### src/source/cpu_macros.svh
`ifndef CPU_MACROS_SVH
`define CPU_MACROS_SVH

// Datapath and register file sizes
`define RW       16
`define REG_CNT  8
`define REG_LOG  3

// ALU flags and their bit positions
`define FLAG_CNT 5
`define FLAG_C   0
`define FLAG_Z   1
`define FLAG_N   2
`define FLAG_O   3
`define FLAG_P   4

// Opcode field, instr[15:12]
`define OP_W     4
`define OP_NOP   4'h0
`define OP_ALU   4'h1
`define OP_ALUI  4'h2
`define OP_CMP   4'h3
`define OP_JMP   4'h4

// Jump codes, the top bit marks a jump
`define JUMP_CODE_W      5
`define JUMP_CODE_BIT_EN 4
`define JUMP_CODE_UNCOND 5'b10000
`define JUMP_CODE_CARRY  5'b10001
`define JUMP_CODE_EQUAL  5'b10010
`define JUMP_CODE_LT     5'b10011
`define JUMP_CODE_GT     5'b10100
`define JUMP_CODE_LE     5'b10101
`define JUMP_CODE_GE     5'b10110
`define JUMP_CODE_NE     5'b10111
`define JUMP_CODE_OVF    5'b11000
`define JUMP_CODE_PAR    5'b11001

`endif
### src/source/cpu_pkg.sv
`include "cpu_macros.svh"

package cpu_pkg;

    // Data word and register index
    typedef logic [`RW-1:0] word_t;
    typedef logic [`REG_LOG-1:0] reg_idx_t;

    // Flag vector, bit positions from the FLAG_ macros
    typedef logic [`FLAG_CNT-1:0] flags_t;

    // Enable bit on top of a 4-bit condition
    typedef logic [`JUMP_CODE_W-1:0] jump_code_t;

    typedef logic [`OP_W-1:0] opcode_t;

    // Mode field of ALU instructions, instr[2:0]
    typedef enum logic [2:0] {
        ALU_ADD = 3'd0,
        ALU_ADC = 3'd1,
        ALU_SUB = 3'd2,
        ALU_AND = 3'd3,
        ALU_OR  = 3'd4,
        ALU_XOR = 3'd5,
        ALU_SHL = 3'd6,
        ALU_SHR = 3'd7
    } alu_mode_t;

endpackage

### src/source/exec_core.sv
`include "cpu_macros.svh"

module exec_core import cpu_pkg::*; (
    input  logic     i_clk,
    input  logic     i_rst,
    input  word_t    i_instr,
    input  word_t    i_imm,
    input  logic     i_submit,
    input  logic     i_jmp_predict,
    output logic     o_ready,
    output logic     o_flush,
    output word_t    o_pc,
    output logic     o_wb_valid,
    output reg_idx_t o_wb_reg,
    output word_t    o_wb_data
);

    // Decoder fields
    reg_idx_t   c_l_sel;
    reg_idx_t   c_r_sel;
    reg_idx_t   c_wr_sel;
    logic       c_r_imm;
    logic       c_wr_en;
    logic       c_flags_ie;
    logic       c_carry_en;
    alu_mode_t  c_alu_mode;
    jump_code_t c_jump_code;
    logic [1:0] c_used_operands;

    // Datapath
    word_t  rf_l;
    word_t  rf_r;
    word_t  alu_r;
    word_t  alu_out;
    flags_t alu_flags;
    logic   alu_carry;

    instr_decode u_decode (
        .i_instr         (i_instr),
        .o_l_sel         (c_l_sel),
        .o_r_sel         (c_r_sel),
        .o_wr_sel        (c_wr_sel),
        .o_r_imm         (c_r_imm),
        .o_wr_en         (c_wr_en),
        .o_flags_ie      (c_flags_ie),
        .o_carry_en      (c_carry_en),
        .o_alu_mode      (c_alu_mode),
        .o_jump_code     (c_jump_code),
        .o_used_operands (c_used_operands)
    );

    // Write port fed from the execute output register
    reg_file u_rf (
        .i_clk     (i_clk),
        .i_rst     (i_rst),
        .i_l_sel   (c_l_sel),
        .i_r_sel   (c_r_sel),
        .i_wr_sel  (o_wb_reg),
        .i_wr_en   (o_wb_valid),
        .i_wr_data (o_wb_data),
        .o_l       (rf_l),
        .o_r       (rf_r)
    );

    alu u_alu (
        .i_l     (rf_l),
        .i_r     (alu_r),
        .i_mode  (c_alu_mode),
        .i_carry (alu_carry),
        .o_out   (alu_out),
        .o_flags (alu_flags)
    );

    execute u_exec (
        .i_clk           (i_clk),
        .i_rst           (i_rst),
        .i_submit        (i_submit),
        .i_imm           (i_imm),
        .i_jmp_predict   (i_jmp_predict),
        .c_l_sel         (c_l_sel),
        .c_r_sel         (c_r_sel),
        .c_r_imm         (c_r_imm),
        .c_carry_en      (c_carry_en),
        .c_flags_ie      (c_flags_ie),
        .c_wr_en         (c_wr_en),
        .c_wr_sel        (c_wr_sel),
        .c_jump_code     (c_jump_code),
        .c_used_operands (c_used_operands),
        .i_l_data        (rf_l),
        .i_r_data        (rf_r),
        .i_alu_out       (alu_out),
        .i_alu_flags     (alu_flags),
        .o_alu_r         (alu_r),
        .o_alu_carry     (alu_carry),
        .o_ready         (o_ready),
        .o_flush         (o_flush),
        .o_pc            (o_pc),
        .o_wb_valid      (o_wb_valid),
        .o_wb_reg        (o_wb_reg),
        .o_wb_data       (o_wb_data)
    );

endmodule

### src/source/execute.sv
`include "cpu_macros.svh"

module execute import cpu_pkg::*; (
    input  logic       i_clk,
    input  logic       i_rst,
    input  logic       i_submit,
    input  word_t      i_imm,
    input  logic       i_jmp_predict,
    input  reg_idx_t   c_l_sel,
    input  reg_idx_t   c_r_sel,
    input  logic       c_r_imm,
    input  logic       c_carry_en,
    input  logic       c_flags_ie,
    input  logic       c_wr_en,
    input  reg_idx_t   c_wr_sel,
    input  jump_code_t c_jump_code,
    input  logic [1:0] c_used_operands,
    input  word_t      i_l_data,
    input  word_t      i_r_data,
    input  word_t      i_alu_out,
    input  flags_t     i_alu_flags,
    output word_t      o_alu_r,
    output logic       o_alu_carry,
    output logic       o_ready,
    output logic       o_flush,
    output word_t      o_pc,
    output logic       o_wb_valid,
    output reg_idx_t   o_wb_reg,
    output word_t      o_wb_data
);

    flags_t flags_q;
    logic   raw_hazard;
    logic   instr_valid;
    logic   exec_accept;
    logic   jump_valid;
    logic   jump_taken;
    logic   jump_flush;
    word_t  jump_target;

    // RAW against the result still waiting in the output register
    // The register file holds the new value one cycle later, r0 never conflicts
    assign raw_hazard = o_wb_valid && (o_wb_reg != '0) &&
        ((c_used_operands[0] && (c_l_sel == o_wb_reg)) ||
         (c_used_operands[1] && (c_r_sel == o_wb_reg)));

    // Instruction presented during flush is dropped
    assign instr_valid = i_submit & ~o_flush;
    assign exec_accept = instr_valid & ~raw_hazard;

    // Hold the fetch side only for a real instruction
    assign o_ready = ~(instr_valid & raw_hazard);

    assign o_alu_r     = c_r_imm ? i_imm : i_r_data;
    assign o_alu_carry = flags_q[`FLAG_C] & c_carry_en;

    always_ff @(posedge i_clk) begin
        if (i_rst) begin
            flags_q <= '0;
        end else if (exec_accept && c_flags_ie) begin
            flags_q <= i_alu_flags;
        end
    end

    // Jump condition from the stored flags
    assign jump_valid = c_jump_code[`JUMP_CODE_BIT_EN];

    always_comb begin
        case (c_jump_code)
            `JUMP_CODE_UNCOND: jump_taken = 1'b1;
            `JUMP_CODE_CARRY:  jump_taken = flags_q[`FLAG_C];
            `JUMP_CODE_EQUAL:  jump_taken = flags_q[`FLAG_Z];
            `JUMP_CODE_LT:     jump_taken = flags_q[`FLAG_N];
            `JUMP_CODE_GT:     jump_taken = ~(flags_q[`FLAG_N] | flags_q[`FLAG_Z]);
            `JUMP_CODE_LE:     jump_taken = flags_q[`FLAG_N] | flags_q[`FLAG_Z];
            `JUMP_CODE_GE:     jump_taken = ~flags_q[`FLAG_N];
            `JUMP_CODE_NE:     jump_taken = ~flags_q[`FLAG_Z];
            `JUMP_CODE_OVF:    jump_taken = flags_q[`FLAG_O];
            `JUMP_CODE_PAR:    jump_taken = flags_q[`FLAG_P];
            default:           jump_taken = 1'b0;
        endcase
    end

    // Base register plus offset, ALU stays free
    assign jump_target = i_l_data + i_imm;

    // Wrong prediction, or an unconditional jump redirecting fetch
    assign jump_flush = jump_valid &&
        ((jump_taken ^ i_jmp_predict) || (c_jump_code == `JUMP_CODE_UNCOND));

    always_ff @(posedge i_clk) begin
        if (i_rst) begin
            o_flush <= 1'b0;
        end else begin
            o_flush <= exec_accept & jump_flush;
        end
    end

    always_ff @(posedge i_clk) begin
        if (i_rst) begin
            o_pc <= '0;
        end else if (exec_accept) begin
            if (jump_valid && jump_taken) begin
                o_pc <= jump_target;
            end else begin
                o_pc <= o_pc + `RW'd1;
            end
        end
    end

    // Write-back register
    always_ff @(posedge i_clk) begin
        if (i_rst) begin
            o_wb_valid <= 1'b0;
        end else begin
            o_wb_valid <= exec_accept & c_wr_en;
        end
    end

    always_ff @(posedge i_clk) begin
        if (exec_accept && c_wr_en) begin
            o_wb_reg  <= c_wr_sel;
            o_wb_data <= i_alu_out;
        end
    end

    // A held instruction stays on the fetch inputs until it is accepted
    a_hold_stable: assert property (@(posedge i_clk) disable iff (i_rst)
        !o_ready |=> i_submit && $stable(i_imm) && $stable(c_wr_sel) &&
            $stable(c_l_sel) && $stable(c_r_sel))
        else $error("execute: fetch side changed a held instruction");

    a_wb_known: assert property (@(posedge i_clk) disable iff (i_rst)
        o_wb_valid |-> !$isunknown(o_wb_reg) && !$isunknown(o_wb_data))
        else $error("execute: write-back with unknown register or data");

endmodule

### src/source/reg_file.sv
`include "cpu_macros.svh"

module reg_file import cpu_pkg::*; (
    input  logic     i_clk,
    input  logic     i_rst,
    input  reg_idx_t i_l_sel,
    input  reg_idx_t i_r_sel,
    input  reg_idx_t i_wr_sel,
    input  logic     i_wr_en,
    input  word_t    i_wr_data,
    output word_t    o_l,
    output word_t    o_r
);

    word_t regs [`REG_CNT];

    always_ff @(posedge i_clk) begin
        if (i_rst) begin
            for (int i = 0; i < `REG_CNT; i++) begin
                regs[i] <= '0;
            end
        end else if (i_wr_en && (i_wr_sel != '0)) begin
            // Register 0 is never written
            regs[i_wr_sel] <= i_wr_data;
        end
    end

    // Two asynchronous read ports, r0 is constant zero
    assign o_l = (i_l_sel == '0) ? '0 : regs[i_l_sel];
    assign o_r = (i_r_sel == '0) ? '0 : regs[i_r_sel];

endmodule

### src/source/alu.sv
`include "cpu_macros.svh"

module alu import cpu_pkg::*; (
    input  word_t     i_l,
    input  word_t     i_r,
    input  alu_mode_t i_mode,
    input  logic      i_carry,
    output word_t     o_out,
    output flags_t    o_flags
);

    // Result with carry or borrow in the top bit
    logic [`RW:0] wide;
    logic [`RW:0] shr;
    logic         ovf;

    // Bit shifted out on the right lands in shr[0]
    assign shr = {i_l, 1'b0} >> i_r[3:0];

    always_comb begin
        wide = '0;
        ovf  = 1'b0;
        case (i_mode)
            ALU_ADD: begin
                wide = {1'b0, i_l} + {1'b0, i_r};
                ovf  = (i_l[`RW-1] == i_r[`RW-1]) && (wide[`RW-1] != i_l[`RW-1]);
            end
            ALU_ADC: begin
                wide = {1'b0, i_l} + {1'b0, i_r} + {{`RW{1'b0}}, i_carry};
                ovf  = (i_l[`RW-1] == i_r[`RW-1]) && (wide[`RW-1] != i_l[`RW-1]);
            end
            ALU_SUB: begin
                // Top bit is the borrow
                wide = {1'b0, i_l} - {1'b0, i_r};
                ovf  = (i_l[`RW-1] != i_r[`RW-1]) && (wide[`RW-1] != i_l[`RW-1]);
            end
            ALU_AND: wide = {1'b0, i_l & i_r};
            ALU_OR:  wide = {1'b0, i_l | i_r};
            ALU_XOR: wide = {1'b0, i_l ^ i_r};
            ALU_SHL: wide = {1'b0, i_l} << i_r[3:0];
            ALU_SHR: wide = {shr[0], shr[`RW:1]};
            default: wide = '0;
        endcase
    end

    assign o_out = wide[`RW-1:0];

    assign o_flags[`FLAG_C] = wide[`RW];
    assign o_flags[`FLAG_Z] = (o_out == '0);
    assign o_flags[`FLAG_N] = o_out[`RW-1];
    assign o_flags[`FLAG_O] = ovf;
    // Set when the count of ones is even
    assign o_flags[`FLAG_P] = ~^o_out;

    // Decoder output must always resolve to a legal mode
    always_comb begin
        assert (!$isunknown(i_mode))
            else $error("alu: unknown mode on i_mode");
    end

endmodule

### src/source/instr_decode.sv
`include "cpu_macros.svh"

module instr_decode import cpu_pkg::*; (
    input  word_t      i_instr,
    output reg_idx_t   o_l_sel,
    output reg_idx_t   o_r_sel,
    output reg_idx_t   o_wr_sel,
    output logic       o_r_imm,
    output logic       o_wr_en,
    output logic       o_flags_ie,
    output logic       o_carry_en,
    output alu_mode_t  o_alu_mode,
    output jump_code_t o_jump_code,
    output logic [1:0] o_used_operands
);

    // Layout: op[15:12] dst[11:9] left[8:6] right[5:3] mode[2:0]
    opcode_t   op;
    alu_mode_t mode;

    assign op   = i_instr[15:12];
    assign mode = alu_mode_t'(i_instr[2:0]);

    always_comb begin
        o_l_sel         = i_instr[8:6];
        o_r_sel         = i_instr[5:3];
        o_wr_sel        = i_instr[11:9];
        // Nothing enabled unless the opcode says so
        o_r_imm         = 1'b0;
        o_wr_en         = 1'b0;
        o_flags_ie      = 1'b0;
        o_alu_mode      = ALU_ADD;
        o_jump_code     = '0;
        o_used_operands = 2'b00;

        case (op)
            `OP_ALU: begin
                o_alu_mode      = mode;
                o_wr_en         = 1'b1;
                o_flags_ie      = 1'b1;
                o_used_operands = 2'b11;
            end
            `OP_ALUI: begin
                // Right operand from i_imm
                o_alu_mode      = mode;
                o_r_imm         = 1'b1;
                o_wr_en         = 1'b1;
                o_flags_ie      = 1'b1;
                o_used_operands = 2'b01;
            end
            `OP_CMP: begin
                // Subtract for flags only
                o_alu_mode      = ALU_SUB;
                o_flags_ie      = 1'b1;
                o_used_operands = 2'b11;
            end
            `OP_JMP: begin
                // Condition in instr[3:0], left register is the target base
                o_jump_code     = {1'b1, i_instr[3:0]};
                o_used_operands = 2'b01;
            end
            default: begin
                o_used_operands = 2'b00;
            end
        endcase
    end

    // Only ADC consumes the stored carry
    assign o_carry_en = (o_alu_mode == ALU_ADC);

endmodule

### config.mk
export PLATFORM = sky130hd
export DESIGN_NAME = exec_core
export DESIGN_NICKNAME = d
export VERILOG_FILES = /design/src/source/cpu_pkg.sv /design/src/source/exec_core.sv /design/src/source/execute.sv /design/src/source/reg_file.sv /design/src/source/alu.sv /design/src/source/instr_decode.sv
export VERILOG_INCLUDE_DIRS = /design/src /design/src/source
export SDC_FILE = /design/constraint.sdc
export NUM_CORES = 1
export LEC_CHECK = 0
export BUFFER_PORTS_ARGS = -buffer_cell sky130_fd_sc_hd__buf_2
export CAP_MARGIN = 20
export CORE_ASPECT_RATIO = 0.9
export CORE_MARGIN = 4
export CORE_UTILIZATION = 23
export DETAILED_ROUTE_END_ITERATION = 10
export GPL_TIMING_DRIVEN = 1
export PLACE_DENSITY = 0.34
export SYNTH_ARGS = -nofsm -noshare
export SYNTH_HDL_FRONTEND = slang
export SYNTH_SLANG_ARGS = --single-unit
export TNS_END_PERCENT = 50
### constraint.sdc
create_clock -name i_clk -period 7.2 [get_ports i_clk]
set_input_delay 0 -clock i_clk [delete_from_list [all_inputs] [get_ports i_clk]]
set_output_delay 0 -clock i_clk [all_outputs]
set_load 0.03 [all_outputs]
==> results.ini <==
[outcome]
status = complete, no violations

[clocking]
post_cts_buffers = 0
cts_max_level = 4
numCtsBuffers = 17
postCtsHoldBufs = 5
ctsResizeCount = 0
clk_path_buf_depth = 2
cts_tree = yes
root_buffer = clkbuf_16
worstSkewPairLatency_ns = 0.50
numClockSinks = 155
clk_pin_slew_ns = 0.09

[drt]
drc_errors = 0
viasPerCell = 5.30
wl_per_cell_microns = 26.5
wl_microns = 63400
antenna_left = 0
firstDrtPassIters = 5
vias = 12659
drt-initial-drc-count = 1133

[grt]
grt_max_degree = 50
grt_use_total = 0.190
grt_pass1_vias = 12381
antenna_found_initial = 2
grt-ovfl-total = 0
grt_pass1_wl_microns = 91900

[sta]
layout_min_cycle_time_ns = 6.04
tns_ns = 0
tightest_slew_ns = 0.905
finalMaxSlewViolations = 0
skew_ns = 0.0262
setup_viol_count_final = 0
period_share = 0.839
hold_violations = 0
rsz0062_at_grt = false
fin_ws_ns = 1.16
max_slew_margin = 0.392
fmax_mhz = 166

[power_and_ir_drop]
switching_power_mw = 1.31
p_sw_frac = 0.399
ir_drop_mv = 0.150
pwr-share-seq = 0.317
cellPowerDensity_mw_per_mm2 = 203
total_power_mw = 3.28
leakage_nw = 6.13
p_comb_frac = 0.383
p_clk_frac = 0.299
internal_power_mw = 1.97

[synth]
synth_async_sr_flop_share = 0
synthTopCellsByArea = edfxtp_1 (28%), ha_1 (6.4%), and2_1 (5.5%)
avgSynthCellArea_sq_um = 9.21
synth_top_area_share = 0.280
syn_nets = 1650
synth_seq_cells = 155
yosysWarnings = 0
yosysMostFrequentCell = edfxtp_1
syn_area_sq_mm = 0.0142
seq_area_frac_synth = 0.312
synthTopCellsByCount = edfxtp_1 (132), and2_1 (124), a21oi_1 (105), nor2_1 (101), nand2_1 (84)
ys.flop_type = edfxtp_1
synth_cell_types = 102
synth-edff-count = 132
yosysTopAreaCell = edfxtp_1
synth_cells = 1538

[job]
cap_violations = 0

[final_layout]
reg.largest.list = u_rf.regs (113), u_exec.o_pc (16), u_exec.o_wb_data (16)
regMostFlops = u_rf.regs
syn_to_final_growth_pct = 14.3
stdcell_area_sq_mm = 0.0162
largest_reg_flops = 113
layout-drive-gt1-share = 0.168
antenna_cells = 0
fin_util = 0.265
layout.nets = 1695
fillers = 6548

[hold_path]
hold_path.class = in2reg

[critical_path]
worstPathRequired_ns = 7.56
crit_path_frequent_cell = xnor2_1
worstPathArrival_ns = 6.40
crit_buf_inv = 0
crit_family = compound AO/OA/AOI/OAI gates
start_kind = flip-flop
r2r_slack_ns = 1.16
path_cells = mux4_2 > o22ai_1 > a31oi_1 > ha_1 > fa_1 > xor2_1 > o2111ai_1 > a311oi_1 > or4_1 > and4_1 > nand4_2 > o31a_1 > o21ai_1 > a311oi_1 > o22ai_1 > ha_1 > xnor2_1 > xnor2_1 > xnor2_1 > nor2_1 > a21oi_1 > nor2_1
crit_type = reg2reg
crit_path_end_kind = flip-flop
slowest_delay_ns = 0.54
cp_slowest_cell = fa_1
worstPathMaxFanout = 6

[placement]
place_congestion = 0.912
hpwlAfterDp_microns = 47900
dp_slack_ns = 0.999
port_buffers = 73
place_area_sq_mm = 0.0155

[die]
die_x_microns = 270
die_y_microns = 243
die-area_sq_mm = 0.0656
core-area_sq_mm = 0.0611
boundaryPins = 74
rows = 86
start_util = 0.232

cell type report:
type | instances | area [sq um] | share of cell area
Timing Repair Buffer | 126 | 801 | 0.0495
Clock buffer | 17 | 425 | 0.0263
Clock inverter | 15 | 188 | 0.0116
Tap cell | 792 | 991 | 0.0612
Multi-Input combinational cell | 1213 | 9090 | 0.561
Sequential cell | 155 | 4420 | 0.273
Inverter | 70 | 273 | 0.0168
per-stage QoR:
stage / std cells / hold WS (ns)
3_5_place_dp: 2351 / 0.179
6_report: 2388 / 0.0777
5_1_grt: 2388 / 0.105
4_1_cts: 2388 / 0.0154
3_3_place_gp: 2351 / 0.180
2_1_floorplan: 1538 / 0.0989
worst min-delay path: stages:
cell	delay, ns
buf_2	0.12
ha_1	0.18
a31oi_1	0.08
a21oi_1	0.13
logic make-up (layout without fill, tap and decap cells):
family          Yosys count  count (layout)  synth area share
buf+inv                 170             228            0.0492
fa+ha+maj                78              78            0.0701
flops                   155             155             0.312
simple gates            508             508             0.194
compound gates          450             450             0.224
mux                     129             129             0.120
other cells               1               1          0.000265
xor+xnor                 47              47            0.0309
layout by cell type, fill, tap and decap left out, types with 13 or more instances in the layout:
| cell | synthesis | layout |
|---|---|---|
| clkbuf_16 | 0 | 17 |
| nor2_1 | 101 | 99 |
| buf_2 | 9 | 73 |
| nor3_1 | 36 | 34 |
| and2_1 | 124 | 124 |
| mux2i_1 | 62 | 62 |
| nand3_1 | 28 | 28 |
| mux4_2 | 29 | 29 |
| a221oi_1 | 32 | 32 |
| xnor2_1 | 32 | 32 |
| edfxtp_1 | 132 | 132 |
| a31oi_1 | 21 | 20 |
| a21oi_1 | 105 | 105 |
| dfxtp_1 | 23 | 23 |
| o211ai_1 | 26 | 26 |
| a211oi_1 | 19 | 19 |
| nand2_1 | 84 | 84 |
| inv_1 | 65 | 65 |
| buf_4 | 2 | 46 |
| o22ai_1 | 13 | 13 |
| nand4_1 | 13 | 13 |
| ha_1 | 73 | 73 |
| o31ai_1 | 28 | 28 |
| xor2_1 | 13 | 13 |
| mux2_2 | 35 | 35 |
| nand2b_1 | 14 | 14 |
| a21o_1 | 25 | 25 |
| o21ai_0 | 49 | 49 |
| nor2b_1 | 30 | 30 |
power groups by stage:
stage | Combinational, mW | Clock [mW] | Sequential, mW
after floorplan | 0.845 | 0 | 1.06
after global placement | 1.27 | 0 | 1.06
after detailed placement | 1.25 | 0 | 1.06
after CTS | 1.26 | 1.01 | 1.04
after global routing | 1.37 | 1.04 | 1.05
final | 1.26 | 0.983 | 1.04
per-layer routing:
| layer | GRT usage | vias up | wire [microns] |
|---|---|---|---|
| li1 | - | 5926 | - |
| met1 | 0.276 | 6347 | 31300 |
| met2 | 0.299 | 346 | 28400 |
| met3 | 0.0341 | 40 | 3010 |
| met4 | 0.0321 | 0 | 667 |
| met5 | 0 | - | 0 |
path summary, 6_finish.rpt:
check	cells past startpoint	from	endpoint
hold reg to reg	2	u_exec.flags_q[0]	u_exec.flags_q[0]
setup / recovery	22	u_rf.regs[3][0]	u_exec.flags_q[4]
setup reg to reg	22	u_rf.regs[3][0]	u_exec.flags_q[4]
hold / removal	4	i_imm[0]	u_exec.o_pc[0]
Power figures use the tool's default switching activity.
